**config.mk**
```make
export PLATFORM = sky130hd
export DESIGN_NAME = gpuTop
export DESIGN_NICKNAME = d
export VERILOG_FILES = /design/src/gpuPixelPkg.sv /design/src/gpuCmdPkg.sv /design/src/riseEdgeDetect.sv /design/src/filledCircle.sv /design/src/filledRect.sv /design/src/gpuCmdDispatch.sv /design/src/pixelClip.sv /design/src/gpuTop.sv
export VERILOG_INCLUDE_DIRS = /design/src
export SDC_FILE = /design/constraint.sdc
export NUM_CORES = 1
export LEC_CHECK = 0
export BUFFER_PORTS_ARGS = -buffer_cell sky130_fd_sc_hd__buf_2
export CAP_MARGIN = 20
export CORE_ASPECT_RATIO = 1.75
export CORE_UTILIZATION = 42
export DETAILED_ROUTE_END_ITERATION = 6
export PLACE_DENSITY = 0.65
export RECOVER_POWER = 100
export SYNTH_ARGS = -nofsm -noshare
export SYNTH_HDL_FRONTEND = slang
export SYNTH_SLANG_ARGS = --single-unit
```
**constraint.sdc**
```tcl
create_clock -name clk -period 3.46 [get_ports clk]
set_input_delay 0.692 -clock clk [delete_from_list [all_inputs] [get_ports clk]]
set_output_delay 0.692 -clock clk [all_outputs]
set_load 0.02 [all_outputs]
```
**src/gpu_config.svh**
```systemverilog
`ifndef GPU_CONFIG_SVH
`define GPU_CONFIG_SVH

// screen size in pixels
`define WIDTH 320
`define HEIGHT 240

// coordinate widths, wide enough for the screen size above
`define WIDTH_BITS 9
`define HEIGHT_BITS 8

// one colour channel, three of them per pixel
`define CHANNEL_BITS 8

`endif

```
**src/gpuPixelPkg.sv**
```systemverilog
`include "gpu_config.svh"

package gpuPixelPkg;

  // 24-bit rgb colour
  typedef struct packed
  {
    logic [`CHANNEL_BITS-1:0] red;
    logic [`CHANNEL_BITS-1:0] green;
    logic [`CHANNEL_BITS-1:0] blue;
  } colorT;

  // one pixel of an engine stream, 42 bits
  typedef struct packed
  {
    logic                    valid;
    logic [`WIDTH_BITS-1:0]  x;
    logic [`HEIGHT_BITS-1:0] y;
    colorT                   color;
  } pixelT;

endpackage

```
**src/gpuCmdPkg.sv**
```systemverilog
`include "gpu_config.svh"

package gpuCmdPkg;

  // shape opcode of a draw command
  typedef enum logic [1:0]
  {
    SHAPE_NONE   = 2'd0,
    SHAPE_CIRCLE = 2'd1,
    SHAPE_RECT   = 2'd2
  } shapeT;

  // one draw command, 60 bits
  // sizeA is the radius of a circle or the width of a rectangle
  // sizeB is the rectangle height, ignored for circles
  typedef struct packed
  {
    shapeT                   shape;
    logic [`WIDTH_BITS-1:0]  anchorX;
    logic [`HEIGHT_BITS-1:0] anchorY;
    logic [`WIDTH_BITS-1:0]  sizeA;
    logic [`HEIGHT_BITS-1:0] sizeB;
    gpuPixelPkg::colorT      color;
  } drawCmdT;

endpackage

```
**src/riseEdgeDetect.sv**
```systemverilog
`timescale 1ns/1ps
`include "gpu_config.svh"

module riseEdgeDetect
(
  input  logic clk,
  input  logic n_rst,
  input  logic data_i,
  output logic risingEdge_o
);

  logic dataPrev;

  always_ff @(posedge clk or negedge n_rst)
  begin
    if (!n_rst)
      dataPrev <= 1'b0;
    else
      dataPrev <= data_i;
  end

  // one cycle high on a low to high transition
  assign risingEdge_o = data_i && !dataPrev;

endmodule

```
**src/filledCircle.sv**
```systemverilog
`timescale 1ns/1ps
`include "gpu_config.svh"

module filledCircle
(
  input  logic                    clk,
  input  logic                    n_rst,
  input  logic                    start_i,
  input  logic [`WIDTH_BITS-1:0]  centerX_i,
  input  logic [`HEIGHT_BITS-1:0] centerY_i,
  input  logic [`WIDTH_BITS-1:0]  radius_i,
  input  gpuPixelPkg::colorT      color_i,
  output gpuPixelPkg::pixelT      pixel_o,
  output logic                    busy_o,
  output logic                    done_o
);

  // headroom so the decision variable cannot overflow
  localparam int DEC_BITS = `WIDTH_BITS + 3;

  typedef enum logic [1:0]
  {
    IDLE,
    LOAD,
    SWEEP
  } phaseT;

  phaseT phase;
  logic [1:0] chordIdx;
  logic doneReg;
  logic startEdge;

  // midpoint recurrence, dec is two's complement
  logic [DEC_BITS-1:0] dec;
  logic [`WIDTH_BITS-1:0] offX;
  logic [`WIDTH_BITS-1:0] offY;
  logic [DEC_BITS-1:0] offXExt;
  logic [DEC_BITS-1:0] offYExt;

  // chord endpoints and sweep position
  logic [`WIDTH_BITS-1:0] halfSpan;
  logic [`HEIGHT_BITS-1:0] chordY;
  logic [`WIDTH_BITS-1:0] chordLeft;
  logic [`WIDTH_BITS-1:0] chordRight;
  logic [`WIDTH_BITS-1:0] curX;
  logic [`WIDTH_BITS-1:0] endX;
  logic [`HEIGHT_BITS-1:0] curY;

  logic chordEnd;
  logic setEnd;
  logic lastSet;

  riseEdgeDetect uStartEdge
  (
    .clk          (clk),
    .n_rst        (n_rst),
    .data_i       (start_i),
    .risingEdge_o (startEdge)
  );

  assign offXExt = {3'b000, offX};
  assign offYExt = {3'b000, offY};

  // four chords per step, top pair first then bottom pair
  always_comb
  begin
    case (chordIdx)
      2'd0:
      begin
        halfSpan = offX;
        chordY   = centerY_i + offY[`HEIGHT_BITS-1:0];
      end
      2'd1:
      begin
        halfSpan = offY;
        chordY   = centerY_i + offX[`HEIGHT_BITS-1:0];
      end
      2'd2:
      begin
        halfSpan = offY;
        chordY   = centerY_i - offX[`HEIGHT_BITS-1:0];
      end
      default:
      begin
        halfSpan = offX;
        chordY   = centerY_i - offY[`HEIGHT_BITS-1:0];
      end
    endcase
  end

  assign chordLeft  = centerX_i - halfSpan;
  assign chordRight = centerX_i + halfSpan;

  assign chordEnd = (phase == SWEEP) && (curX == endX);
  assign setEnd   = chordEnd && (chordIdx == 2'd3);
  assign lastSet  = (offX >= offY);

  // chord sequencing, one LOAD stall ahead of every chord
  always_ff @(posedge clk or negedge n_rst)
  begin
    if (!n_rst)
    begin
      phase    <= IDLE;
      chordIdx <= 2'd0;
      doneReg  <= 1'b0;
    end
    else
    begin
      doneReg <= 1'b0;
      if (startEdge)
      begin
        phase    <= LOAD;
        chordIdx <= 2'd0;
      end
      else if (start_i)
      begin
        case (phase)
          LOAD:
            phase <= SWEEP;
          SWEEP:
            if (chordEnd)
            begin
              // wraps to the first chord after the fourth
              chordIdx <= chordIdx + 2'd1;
              if (setEnd && lastSet)
              begin
                phase   <= IDLE;
                doneReg <= 1'b1;
              end
              else
                phase <= LOAD;
            end
          default:
            phase <= IDLE;
        endcase
      end
    end
  end

  always_ff @(posedge clk)
  begin
    if (startEdge)
    begin
      dec  <= DEC_BITS'(1) - {3'b000, radius_i};
      offX <= '0;
      offY <= radius_i;
    end
    else if (start_i && setEnd && !lastSet)
    begin
      // negative dec keeps y, otherwise step y inwards
      if (dec[DEC_BITS-1])
        dec <= dec + (offXExt << 1) + DEC_BITS'(3);
      else
      begin
        dec  <= dec + ((offXExt - offYExt) << 1) + DEC_BITS'(5);
        offY <= offY - 1'b1;
      end
      offX <= offX + 1'b1;
    end

    if (start_i && (phase == LOAD))
    begin
      curX <= chordLeft;
      endX <= chordRight;
      curY <= chordY;
    end
    else if (start_i && (phase == SWEEP) && !chordEnd)
      curX <= curX + 1'b1;
  end

  assign pixel_o.valid = (phase == SWEEP);
  assign pixel_o.x     = curX;
  assign pixel_o.y     = curY;
  assign pixel_o.color = color_i;

  assign busy_o = (phase != IDLE);
  assign done_o = doneReg;

endmodule

```
**src/filledRect.sv**
```systemverilog
`timescale 1ns/1ps
`include "gpu_config.svh"

module filledRect
(
  input  logic                    clk,
  input  logic                    n_rst,
  input  logic                    start_i,
  input  logic [`WIDTH_BITS-1:0]  originX_i,
  input  logic [`HEIGHT_BITS-1:0] originY_i,
  input  logic [`WIDTH_BITS-1:0]  width_i,
  input  logic [`HEIGHT_BITS-1:0] height_i,
  input  gpuPixelPkg::colorT      color_i,
  output gpuPixelPkg::pixelT      pixel_o,
  output logic                    busy_o,
  output logic                    done_o
);

  logic active;
  logic doneReg;
  logic startEdge;

  logic [`WIDTH_BITS-1:0] curX;
  logic [`HEIGHT_BITS-1:0] curY;
  // pixels left in the row and rows left after this one
  logic [`WIDTH_BITS-1:0] colLeft;
  logic [`HEIGHT_BITS-1:0] rowLeft;

  logic emptyRect;
  logic rowEnd;
  logic lastPixel;

  riseEdgeDetect uStartEdge
  (
    .clk          (clk),
    .n_rst        (n_rst),
    .data_i       (start_i),
    .risingEdge_o (startEdge)
  );

  assign emptyRect = (width_i == '0) || (height_i == '0);
  assign rowEnd    = (colLeft == '0);
  assign lastPixel = active && rowEnd && (rowLeft == '0);

  always_ff @(posedge clk or negedge n_rst)
  begin
    if (!n_rst)
    begin
      active  <= 1'b0;
      doneReg <= 1'b0;
    end
    else
    begin
      doneReg <= 1'b0;
      if (startEdge)
      begin
        active  <= !emptyRect;
        // nothing to draw, finish at once
        doneReg <= emptyRect;
      end
      else if (lastPixel)
      begin
        active  <= 1'b0;
        doneReg <= 1'b1;
      end
    end
  end

  // row scan, one pixel per cycle
  always_ff @(posedge clk)
  begin
    if (startEdge)
    begin
      curX    <= originX_i;
      curY    <= originY_i;
      colLeft <= width_i - 1'b1;
      rowLeft <= height_i - 1'b1;
    end
    else if (active)
    begin
      if (rowEnd)
      begin
        curX    <= originX_i;
        curY    <= curY + 1'b1;
        colLeft <= width_i - 1'b1;
        rowLeft <= rowLeft - 1'b1;
      end
      else
      begin
        curX    <= curX + 1'b1;
        colLeft <= colLeft - 1'b1;
      end
    end
  end

  assign pixel_o.valid = active;
  assign pixel_o.x     = curX;
  assign pixel_o.y     = curY;
  assign pixel_o.color = color_i;

  assign busy_o = active;
  assign done_o = doneReg;

endmodule

```
**src/gpuCmdDispatch.sv**
```systemverilog
`timescale 1ns/1ps
`include "gpu_config.svh"

module gpuCmdDispatch
(
  input  logic                 clk,
  input  logic                 n_rst,
  input  logic                 cmdValid_i,
  input  gpuCmdPkg::drawCmdT   cmd_i,
  output gpuCmdPkg::drawCmdT   latchedCmd_o,
  output logic                 circleStart_o,
  output logic                 rectStart_o,
  input  gpuPixelPkg::pixelT   circlePixel_i,
  input  gpuPixelPkg::pixelT   rectPixel_i,
  input  logic                 circleDone_i,
  input  logic                 rectDone_i,
  output gpuPixelPkg::pixelT   selPixel_o,
  output logic                 busy_o,
  output logic                 done_o
);

  import gpuCmdPkg::*;

  typedef enum logic
  {
    IDLE,
    ACTIVE
  } stateT;

  stateT state;
  drawCmdT cmdReg;
  logic doneReg;
  logic accept;
  logic engineDone;

  // commands arriving while busy are dropped
  assign accept = (state == IDLE) && cmdValid_i;

  always_comb
  begin
    case (cmdReg.shape)
      SHAPE_CIRCLE: engineDone = circleDone_i;
      SHAPE_RECT:   engineDone = rectDone_i;
      default:      engineDone = 1'b1;
    endcase
  end

  always_ff @(posedge clk or negedge n_rst)
  begin
    if (!n_rst)
    begin
      state   <= IDLE;
      doneReg <= 1'b0;
    end
    else
    begin
      doneReg <= (state == ACTIVE) && engineDone;
      if (accept)
        state <= ACTIVE;
      else if ((state == ACTIVE) && engineDone)
        state <= IDLE;
    end
  end

  always_ff @(posedge clk)
  begin
    if (accept)
      cmdReg <= cmd_i;
  end

  // start levels held until the engine reports done
  assign circleStart_o = (state == ACTIVE) && (cmdReg.shape == SHAPE_CIRCLE);
  assign rectStart_o   = (state == ACTIVE) && (cmdReg.shape == SHAPE_RECT);

  always_comb
  begin
    selPixel_o = '0;
    if (circleStart_o)
      selPixel_o = circlePixel_i;
    else if (rectStart_o)
      selPixel_o = rectPixel_i;
  end

  assign latchedCmd_o = cmdReg;
  assign busy_o       = (state == ACTIVE);
  assign done_o       = doneReg;

endmodule

```
**src/pixelClip.sv**
```systemverilog
`timescale 1ns/1ps
`include "gpu_config.svh"

module pixelClip
(
  input  logic               clk,
  input  logic               n_rst,
  input  gpuPixelPkg::pixelT pixel_i,
  output logic               fbWrite_o,
  output gpuPixelPkg::pixelT fbPixel_o
);

  import gpuPixelPkg::*;

  logic writeReg;
  logic onScreen;
  logic [`WIDTH_BITS-1:0] xReg;
  logic [`HEIGHT_BITS-1:0] yReg;
  colorT colorReg;

  // negative coordinates wrap to large values and fail here too
  assign onScreen = (pixel_i.x < `WIDTH_BITS'(`WIDTH)) &&
                    (pixel_i.y < `HEIGHT_BITS'(`HEIGHT));

  always_ff @(posedge clk or negedge n_rst)
  begin
    if (!n_rst)
      writeReg <= 1'b0;
    else
      writeReg <= pixel_i.valid && onScreen;
  end

  always_ff @(posedge clk)
  begin
    xReg     <= pixel_i.x;
    yReg     <= pixel_i.y;
    colorReg <= pixel_i.color;
  end

  assign fbWrite_o       = writeReg;
  assign fbPixel_o.valid = writeReg;
  assign fbPixel_o.x     = xReg;
  assign fbPixel_o.y     = yReg;
  assign fbPixel_o.color = colorReg;

endmodule

```
**src/gpuTop.sv**
```systemverilog
`timescale 1ns/1ps
`include "gpu_config.svh"

module gpuTop
(
  input  logic               clk,
  input  logic               n_rst,
  input  logic               cmdValid_i,
  input  gpuCmdPkg::drawCmdT cmd_i,
  output logic               busy_o,
  output logic               done_o,
  output logic               fbWrite_o,
  output gpuPixelPkg::pixelT fbPixel_o
);

  import gpuPixelPkg::*;
  import gpuCmdPkg::*;

  drawCmdT latchedCmd;
  logic circleStart;
  logic rectStart;
  pixelT circlePixel;
  pixelT rectPixel;
  logic circleDone;
  logic rectDone;
  pixelT selPixel;

  gpuCmdDispatch uDispatch
  (
    .clk           (clk),
    .n_rst         (n_rst),
    .cmdValid_i    (cmdValid_i),
    .cmd_i         (cmd_i),
    .latchedCmd_o  (latchedCmd),
    .circleStart_o (circleStart),
    .rectStart_o   (rectStart),
    .circlePixel_i (circlePixel),
    .rectPixel_i   (rectPixel),
    .circleDone_i  (circleDone),
    .rectDone_i    (rectDone),
    .selPixel_o    (selPixel),
    .busy_o        (busy_o),
    .done_o        (done_o)
  );

  // engine busy levels stay local, the dispatcher tracks activity
  filledCircle uCircle
  (
    .clk       (clk),
    .n_rst     (n_rst),
    .start_i   (circleStart),
    .centerX_i (latchedCmd.anchorX),
    .centerY_i (latchedCmd.anchorY),
    .radius_i  (latchedCmd.sizeA),
    .color_i   (latchedCmd.color),
    .pixel_o   (circlePixel),
    .busy_o    (),
    .done_o    (circleDone)
  );

  filledRect uRect
  (
    .clk       (clk),
    .n_rst     (n_rst),
    .start_i   (rectStart),
    .originX_i (latchedCmd.anchorX),
    .originY_i (latchedCmd.anchorY),
    .width_i   (latchedCmd.sizeA),
    .height_i  (latchedCmd.sizeB),
    .color_i   (latchedCmd.color),
    .pixel_o   (rectPixel),
    .busy_o    (),
    .done_o    (rectDone)
  );

  pixelClip uClip
  (
    .clk       (clk),
    .n_rst     (n_rst),
    .pixel_i   (selPixel),
    .fbWrite_o (fbWrite_o),
    .fbPixel_o (fbPixel_o)
  );

endmodule

```
==> results of run 1 <==
==> Yosys cell counts, types with 30 or more instances <==
cell type / instances
a21oi_1: 43
dfxtp_1: 50
edfxtp_1: 141
ha_1: 90
inv_1: 58
nand2_1: 77
nand3_1: 30
nor2_1: 67
nor2b_1: 36
o21ai_0: 65
xnor2_1: 73
xor2_1: 35
==> timing repair <==
action	CTS	global route
pin swaps	13	25
endpoints found under the hold margin	0	0
setup endpoints to repair	3	6
setup buffers	3	6
resized for setup	12	28
cloned	0	0
==> final cells by class <==
class                   instances  area share
repair buffers                189      0.0806
inverters                      59      0.0167
clock buffers                  30      0.0430
clock inverters                 8     0.00368
flip-flops and latches        203       0.418
multi-input cells             730       0.408
well taps                     320      0.0302
==> flip-flops by register name, indices dropped and copies added (netlist names), 9 cells and up <==
register and count:
uCircle.curX 9, uCircle.offX 9, uDispatch.latchedCmd_o 60, uCircle.offY 9, uCircle.dec 12, uRect.colLeft 9
uRect.curX 9, uCircle.endX 9, uClip.fbPixel_o 24, uClip.xReg 9
==> cell families after synthesis <==
| family | share of synthesized area |
|---|---|
| AOI/OAI and AO/OA | 0.117 |
| xor gates and xnor gates | 0.0851 |
| adders and majority gates | 0.112 |
| buffers and inverters | 0.0324 |
| DFF | 0.498 |
| muxes | 0.0216 |
| and+or+nand+nor | 0.133 |
==> path summary, 6_finish.rpt <==
path                                                     startpoint                                    to  slack, ps  depth (start not counted)
worst max register to register            uCircle.offY[1]$_DFFE_PP_             uCircle.dec[11]$_DFFE_PP_        -80                         16
min in group clk                                          cmd_i[22]  uDispatch.latchedCmd_o[22]$_DFFE_PP_        360                          1
worst min register to register  uDispatch.latchedCmd_o[5]$_DFFE_PP_            uClip.fbPixel_o[5]$_DFF_P_        450                          1
worst max-delay path                      uCircle.offY[1]$_DFFE_PP_             uCircle.dec[11]$_DFFE_PP_        -80                         16
max in group asynchronous                                     n_rst       uCircle.chordIdx[1]$_DFFE_PN0P_       2810                          1
worst min-delay path                                          n_rst          uDispatch.busy_o$_DFFE_PN0P_        200                          1
==> routing by layer <==
metal	vias up	wire, µm	track usage
met5	-	0	0
met4	0	1720	0.131
met3	74	876	0.0261
met2	178	14500	0.384
met1	3772	9390	0.187
li1	4041	-	-
==> stage by stage <==
stage	setup slack, ps	util	total power, mW	cell area, µm²
after floorplan	8.94	-	4.95	11100
after global placement	-133	0.482	5.67	12500
after detailed placement	-214	0.482	5.72	12500
after CTS	-73.4	0.508	7.85	13200
after global routing	-247	0.510	8.23	13300
final	-78.4	0.510	7.79	13300
==> power by group <==
group	switching [mW]	internal, mW
combinational	1.25	0.981
clock	0.907	1.15
sequential	0.301	3.20
total	2.46	5.33
==> summary.md, run 1 <==
| Metric | Value |
|---|---|
| Status | finished with violations |
| Failing checks | DRC, setup timing |
| Cell area power density | 588 nW/µm² |
| Die ar. | 27100 µm² |
| Pleak | 5.26 nW |
| Crit end category | register |
| FF+latch area | 5540 µm² |
| Area contributors post-synth | edfxtp_1, ha_1, dfxtp_1, xnor2_1, o21ai_0 |
| Clk_lat worst skew | 510 ps |
| Inst Count DP | 1494 |
| Core ar. | 26000 µm² |
| Post-route DRC | 6 |
| Rows | 78 |
| # nets final | 1363 |
| Clock slew at reported path FFs | 60 ps |
| Crit-path cells | buf_6 > fa_2 > nor2b_1 > o21ai_1 > nand2b_1 > a31oi_4 > xnor2_2 > ha_1 > ha_4 > nor4_4 > o21ai_2 > a31o_2 > a21oi_2 > xnor2_1 > xnor2_1 > o311ai_1 |
| Final period util | 1.02 |
| Critical Path AT | 3850 ps |
| CP delay by family, top | compound AO/OA/AOI/OAI gates |
| CP Class | reg -> reg |
| Yosys cell types | 63 |
| Fin crit period | 3540 ps |
| Final cell count without fillers | 1539 |
| CP peak stage delay | 440 ps |
| Initial antenna violation count | 0 |
| Critical path buffer and inverter count | 1 |
| Skew final | 10.1 ps |
| Vias in the first global route | 8310 |
| Multi-input gate area | 5410 µm² |
| Area leader, netlist | edfxtp_1 |
| Layout cells sized above 1 | 0.171 |
| CP max stage cell | edfxtp_1 |
| Number of enable flip-flop cells after synthesis | 141 |
| Fin Setup TNS | -157 ps |
| # hold bufs at CTS | 0 |
| Required time of the critical path | 3770 ps |
| Die X | 125 µm |
| WHS | 200 ps |
| Register area share after synthesis | 0.498 |
| Ys Warns | 0 |
| Syn_nets | 1186 |
| Total CTS buffers | 21 |
| Most common cell after layout, fill and taps aside | edfxtp_1 |
| Worst Max-Slew Pin Slew | 1490 ps |
| Largest net degree at the start of global routing | 50 |
| Final antenna-violating net count | 0 |
| Grt total ovfl | 0 |
| Final Wtd Congestion | 0.902 |
| CP Max Fanout | 5 |
| Top-area cell type share of the netlist area | 0.381 |
| Post-DP HPWL | 20600 µm |
| Worst vdd ir | 0.000435 V |
| First-pass GRT wire length | 41400 µm |
| Synth async-reset ratio | 0.0591 |
| Routed wire length | 26500 µm |
| Area Overhead vs Synth | 19.2% |
| Headroom to the max-slew limit | 0.00398 |
| WL/cell | 17.2 µm |
| # diodes | 0 |
| Hold crit path type | in -> async |
| H-tree Lvls | 1 |
| Syn Inst Count | 1027 |
| DRT iter0 DRCs | 390 |
| Number of max-cap violations | 0 |
| IO Port Bufs | 107 |
| Starting density of the core | 0.428 |
| Hold Fails Final Rpt | 0 |
| Most frequent cells in the layout | edfxtp_1, ha_1, nand2_1, buf_4, xnor2_1 |
| Drt pass-1 iters | 7 |
| Via/cell ratio | 5.24 |
| Crit start category | register |
| Ports | 108 |
| Final Setup Violations | 3 |
| Ys flop type | edfxtp_1 |
| CTS tree | done |
| Number of fill cells | 2381 |
| Slew Viols, Final | 0 |
| Via count | 8065 |
| Final worst slack | -78.4 ps |
| Clock Sink Count | 203 |
| Post-Syn Area | 11100 µm² |
| Die height | 217 µm |
| Root buffer cell | clkbuf_16 |
| Synthesized area per cell | 10.8 µm² |
| GRT Overall Usage | 0.195 |
| RSZ-0062 raised after global routing | yes |
| FMAX | 283 MHz |
| Clock Path Buffers | 3 |
| Crit-path most repeated cell | xnor2_1 |
| Register bit total from synthesis | 203 |
Power figures use the tool's default switching activity.
==> inputs of run 2 (changes only) <==
--- a/config.mk
+++ b/config.mk
@@ -9,9 +9,9 @@
 export BUFFER_PORTS_ARGS = -buffer_cell sky130_fd_sc_hd__buf_2
 export CAP_MARGIN = 20
 export CORE_ASPECT_RATIO = 1.75
-export CORE_UTILIZATION = 42
+export CORE_UTILIZATION = 26
 export DETAILED_ROUTE_END_ITERATION = 6
-export PLACE_DENSITY = 0.65
+export PLACE_DENSITY = 0.46
 export RECOVER_POWER = 100
 export SYNTH_ARGS = -nofsm -noshare
 export SYNTH_HDL_FRONTEND = slang
==> run 2 against run 1 <==
- the run now ends clean
- first-iteration DRC count down 3.6%
- sequential power about the same
- die area grew 61%
- critical path type unchanged
- highest routed layer unchanged
- global-route usage down 5.5 points
- clock power up 19%
- largest power group unchanged
- via count barely moved
==> summary.md, run 2 (synthesis gave the netlist of run 1 again) <==
| Metric | Value |
|---|---|
| Vias in the first global route | 8254 |
| WL/cell | 16.9 µm |
| Core ar. | 41900 µm² |
| Reg-to-Reg End | uCircle.dec[11]$_DFFE_PP_ |
| Status | finished, final reports clean |
| Worst Max-Slew Pin Slew | 1410 ps |
| Number of max-cap violations | 0 |
| Most common cell after layout, fill and taps aside | edfxtp_1 |
| Root buffer cell | clkbuf_16 |
| Pleak | 5.36 nW |
| Via count | 8059 |
| Rows | 99 |
| Initial antenna violation count | 0 |
| Fin crit period | 3450 ps |
| FMAX | 290 MHz |
| Most frequent cells in the layout | edfxtp_1, ha_1, buf_4, nand2_1, xnor2_1 |
| # nets final | 1383 |
| Finished Core Util | 0.328 |
| Worst vdd ir | 0.000269 V |
| Die ar. | 43600 µm² |
| Final antenna-violating net count | 0 |
| Ports | 108 |
| Post-route DRC | 0 |
| Die height | 275 µm |
| Starting density of the core | 0.265 |
| Worst r2r src | uCircle.offY[0]$_DFFE_PP_ |
| Skew final | 19.4 ps |
| DRT iter0 DRCs | 376 |
| Die X | 158 µm |
| Slew Viols, Final | 0 |
| Routed wire length | 30400 µm |
| Required time of the critical path | 3680 ps |
| Crit start category | register |
| # diodes | 0 |
| Hold Fails Final Rpt | 0 |
| First-pass GRT wire length | 45700 µm |
| Largest net degree at the start of global routing | 34 |
| Crit end category | register |
| # hold bufs at CTS | 0 |
| Cell area power density | 597 nW/µm² |
| IO Port Bufs | 107 |
| Placed Area | 12900 µm² |
| Clock slew at reported path FFs | 70 ps |
| Reg2reg path depth | 16 |
| Area Overhead vs Synth | 23.4% |
| CP Max Fanout | 3 |
| Final Setup Violations | 0 |
| Critical Path AT | 3670 ps |
| Final period util | 0.996 |
| Clk_lat worst skew | 530 ps |
| Clock Sink Count | 203 |
| Hold crit path type | in -> async |
| RSZ-0062 raised after global routing | yes |
| Fin area | 13700 µm² |
| WHS | 222 ps |
| CTS tree | done |
| Layout cells sized above 1 | 0.179 |
| Grt total ovfl | 0 |
| Via/cell ratio | 4.49 |
| Headroom to the max-slew limit | 0.0575 |
| R2R Setup Slk | 10 ps |
| Clock Path Buffers | 3 |
| Drt pass-1 iters | 5 |
| H-tree Lvls | 1 |
| Final Wtd Congestion | 0.863 |
| CP Class | reg -> reg |
| Max reg flops | 60 |
| GRT Overall Usage | 0.140 |
| Post-DP HPWL | 24000 µm |
| Total CTS buffers | 22 |
==> run 2: power by group <==
part | leakage [nW] | switching, mW | total (mW) | internal [mW]
clock | 0.382 | 1.03 | 2.45 | 1.42
sequential | 1.90 | 0.315 | 3.51 | 3.20
combinational | 3.09 | 1.25 | 2.24 | 0.981
==> run 2: worst max path at each step <==
stage                                      start                   endpoint  slack [ps]  cells past startpoint
floorplan              uCircle.offY[0]$_DFFE_PP_  uCircle.dec[11]$_DFFE_PP_           9                     16
global placement       uCircle.offY[1]$_DFFE_PP_  uCircle.dec[11]$_DFFE_PP_        -210                     17
detailed placement     uCircle.offY[1]$_DFFE_PP_  uCircle.dec[11]$_DFFE_PP_        -220                     17
CTS                 uCircle.offX[0]$_SDFFE_PP0P_  uCircle.dec[11]$_DFFE_PP_          -3                     17
global route           uCircle.offY[0]$_DFFE_PP_  uCircle.dec[11]$_DFFE_PP_        -200                     16
finish                 uCircle.offY[0]$_DFFE_PP_  uCircle.dec[11]$_DFFE_PP_          10                     16
==> run 2: final cells by class <==
cell class	instances	area (µm²)
clock buffer	31	698
clock inverter	9	66.3
fill	4402	28200
inverter	59	221
multi-input combinational	730	5330
sequential	203	5540
tap	555	694
timing repair buffer	208	1160
==> run 2: through the flow <==
stage / instances / total power [mW] / setup TNS [ps] / worst slack [ps]
after floorplan: 1027 / 4.95 / 0 / 8.94
after global placement: 1747 / 5.79 / -332 / -209
after detailed placement: 1747 / 5.81 / -352 / -219
after CTS: 1792 / 8.34 / -2.91 / -2.91
after global routing: 1795 / 8.67 / -588 / -201
final: 1795 / 8.19 / 0 / 14.9
==> run 2: what timing repair did <==
action                                  in CTS  in global routing
gates resized for setup                     16                 16
buffers inserted                             5                  3
pin swaps                                   12                 14
cloned                                       0                  0
endpoints found under the setup margin       2                  7
==> run 2: metal layers <==
layer	share of wire	vias up	global-route usage
met2	0.56	146	0.274
met1	0.35	3770	0.134
met5	0	-	0
met4	0.063	0	0.0913
li1	-	4076	-
met3	0.029	67	0.0171
==> run 2: worst max-delay path: stages (launching register included) <==
cell and delay, ps:
edfxtp_1 400, ha_2 220, fa_2 350, nor2b_1 110, o21ai_1 80, nand2b_1 130, buf_4 120, xor2_1 140
ha_1 250, ha_2 210, nor4_2 280, o21ai_2 110, a31o_2 230, a21oi_4 130, xnor2_2 130, xnor2_1 140
o311ai_1 120
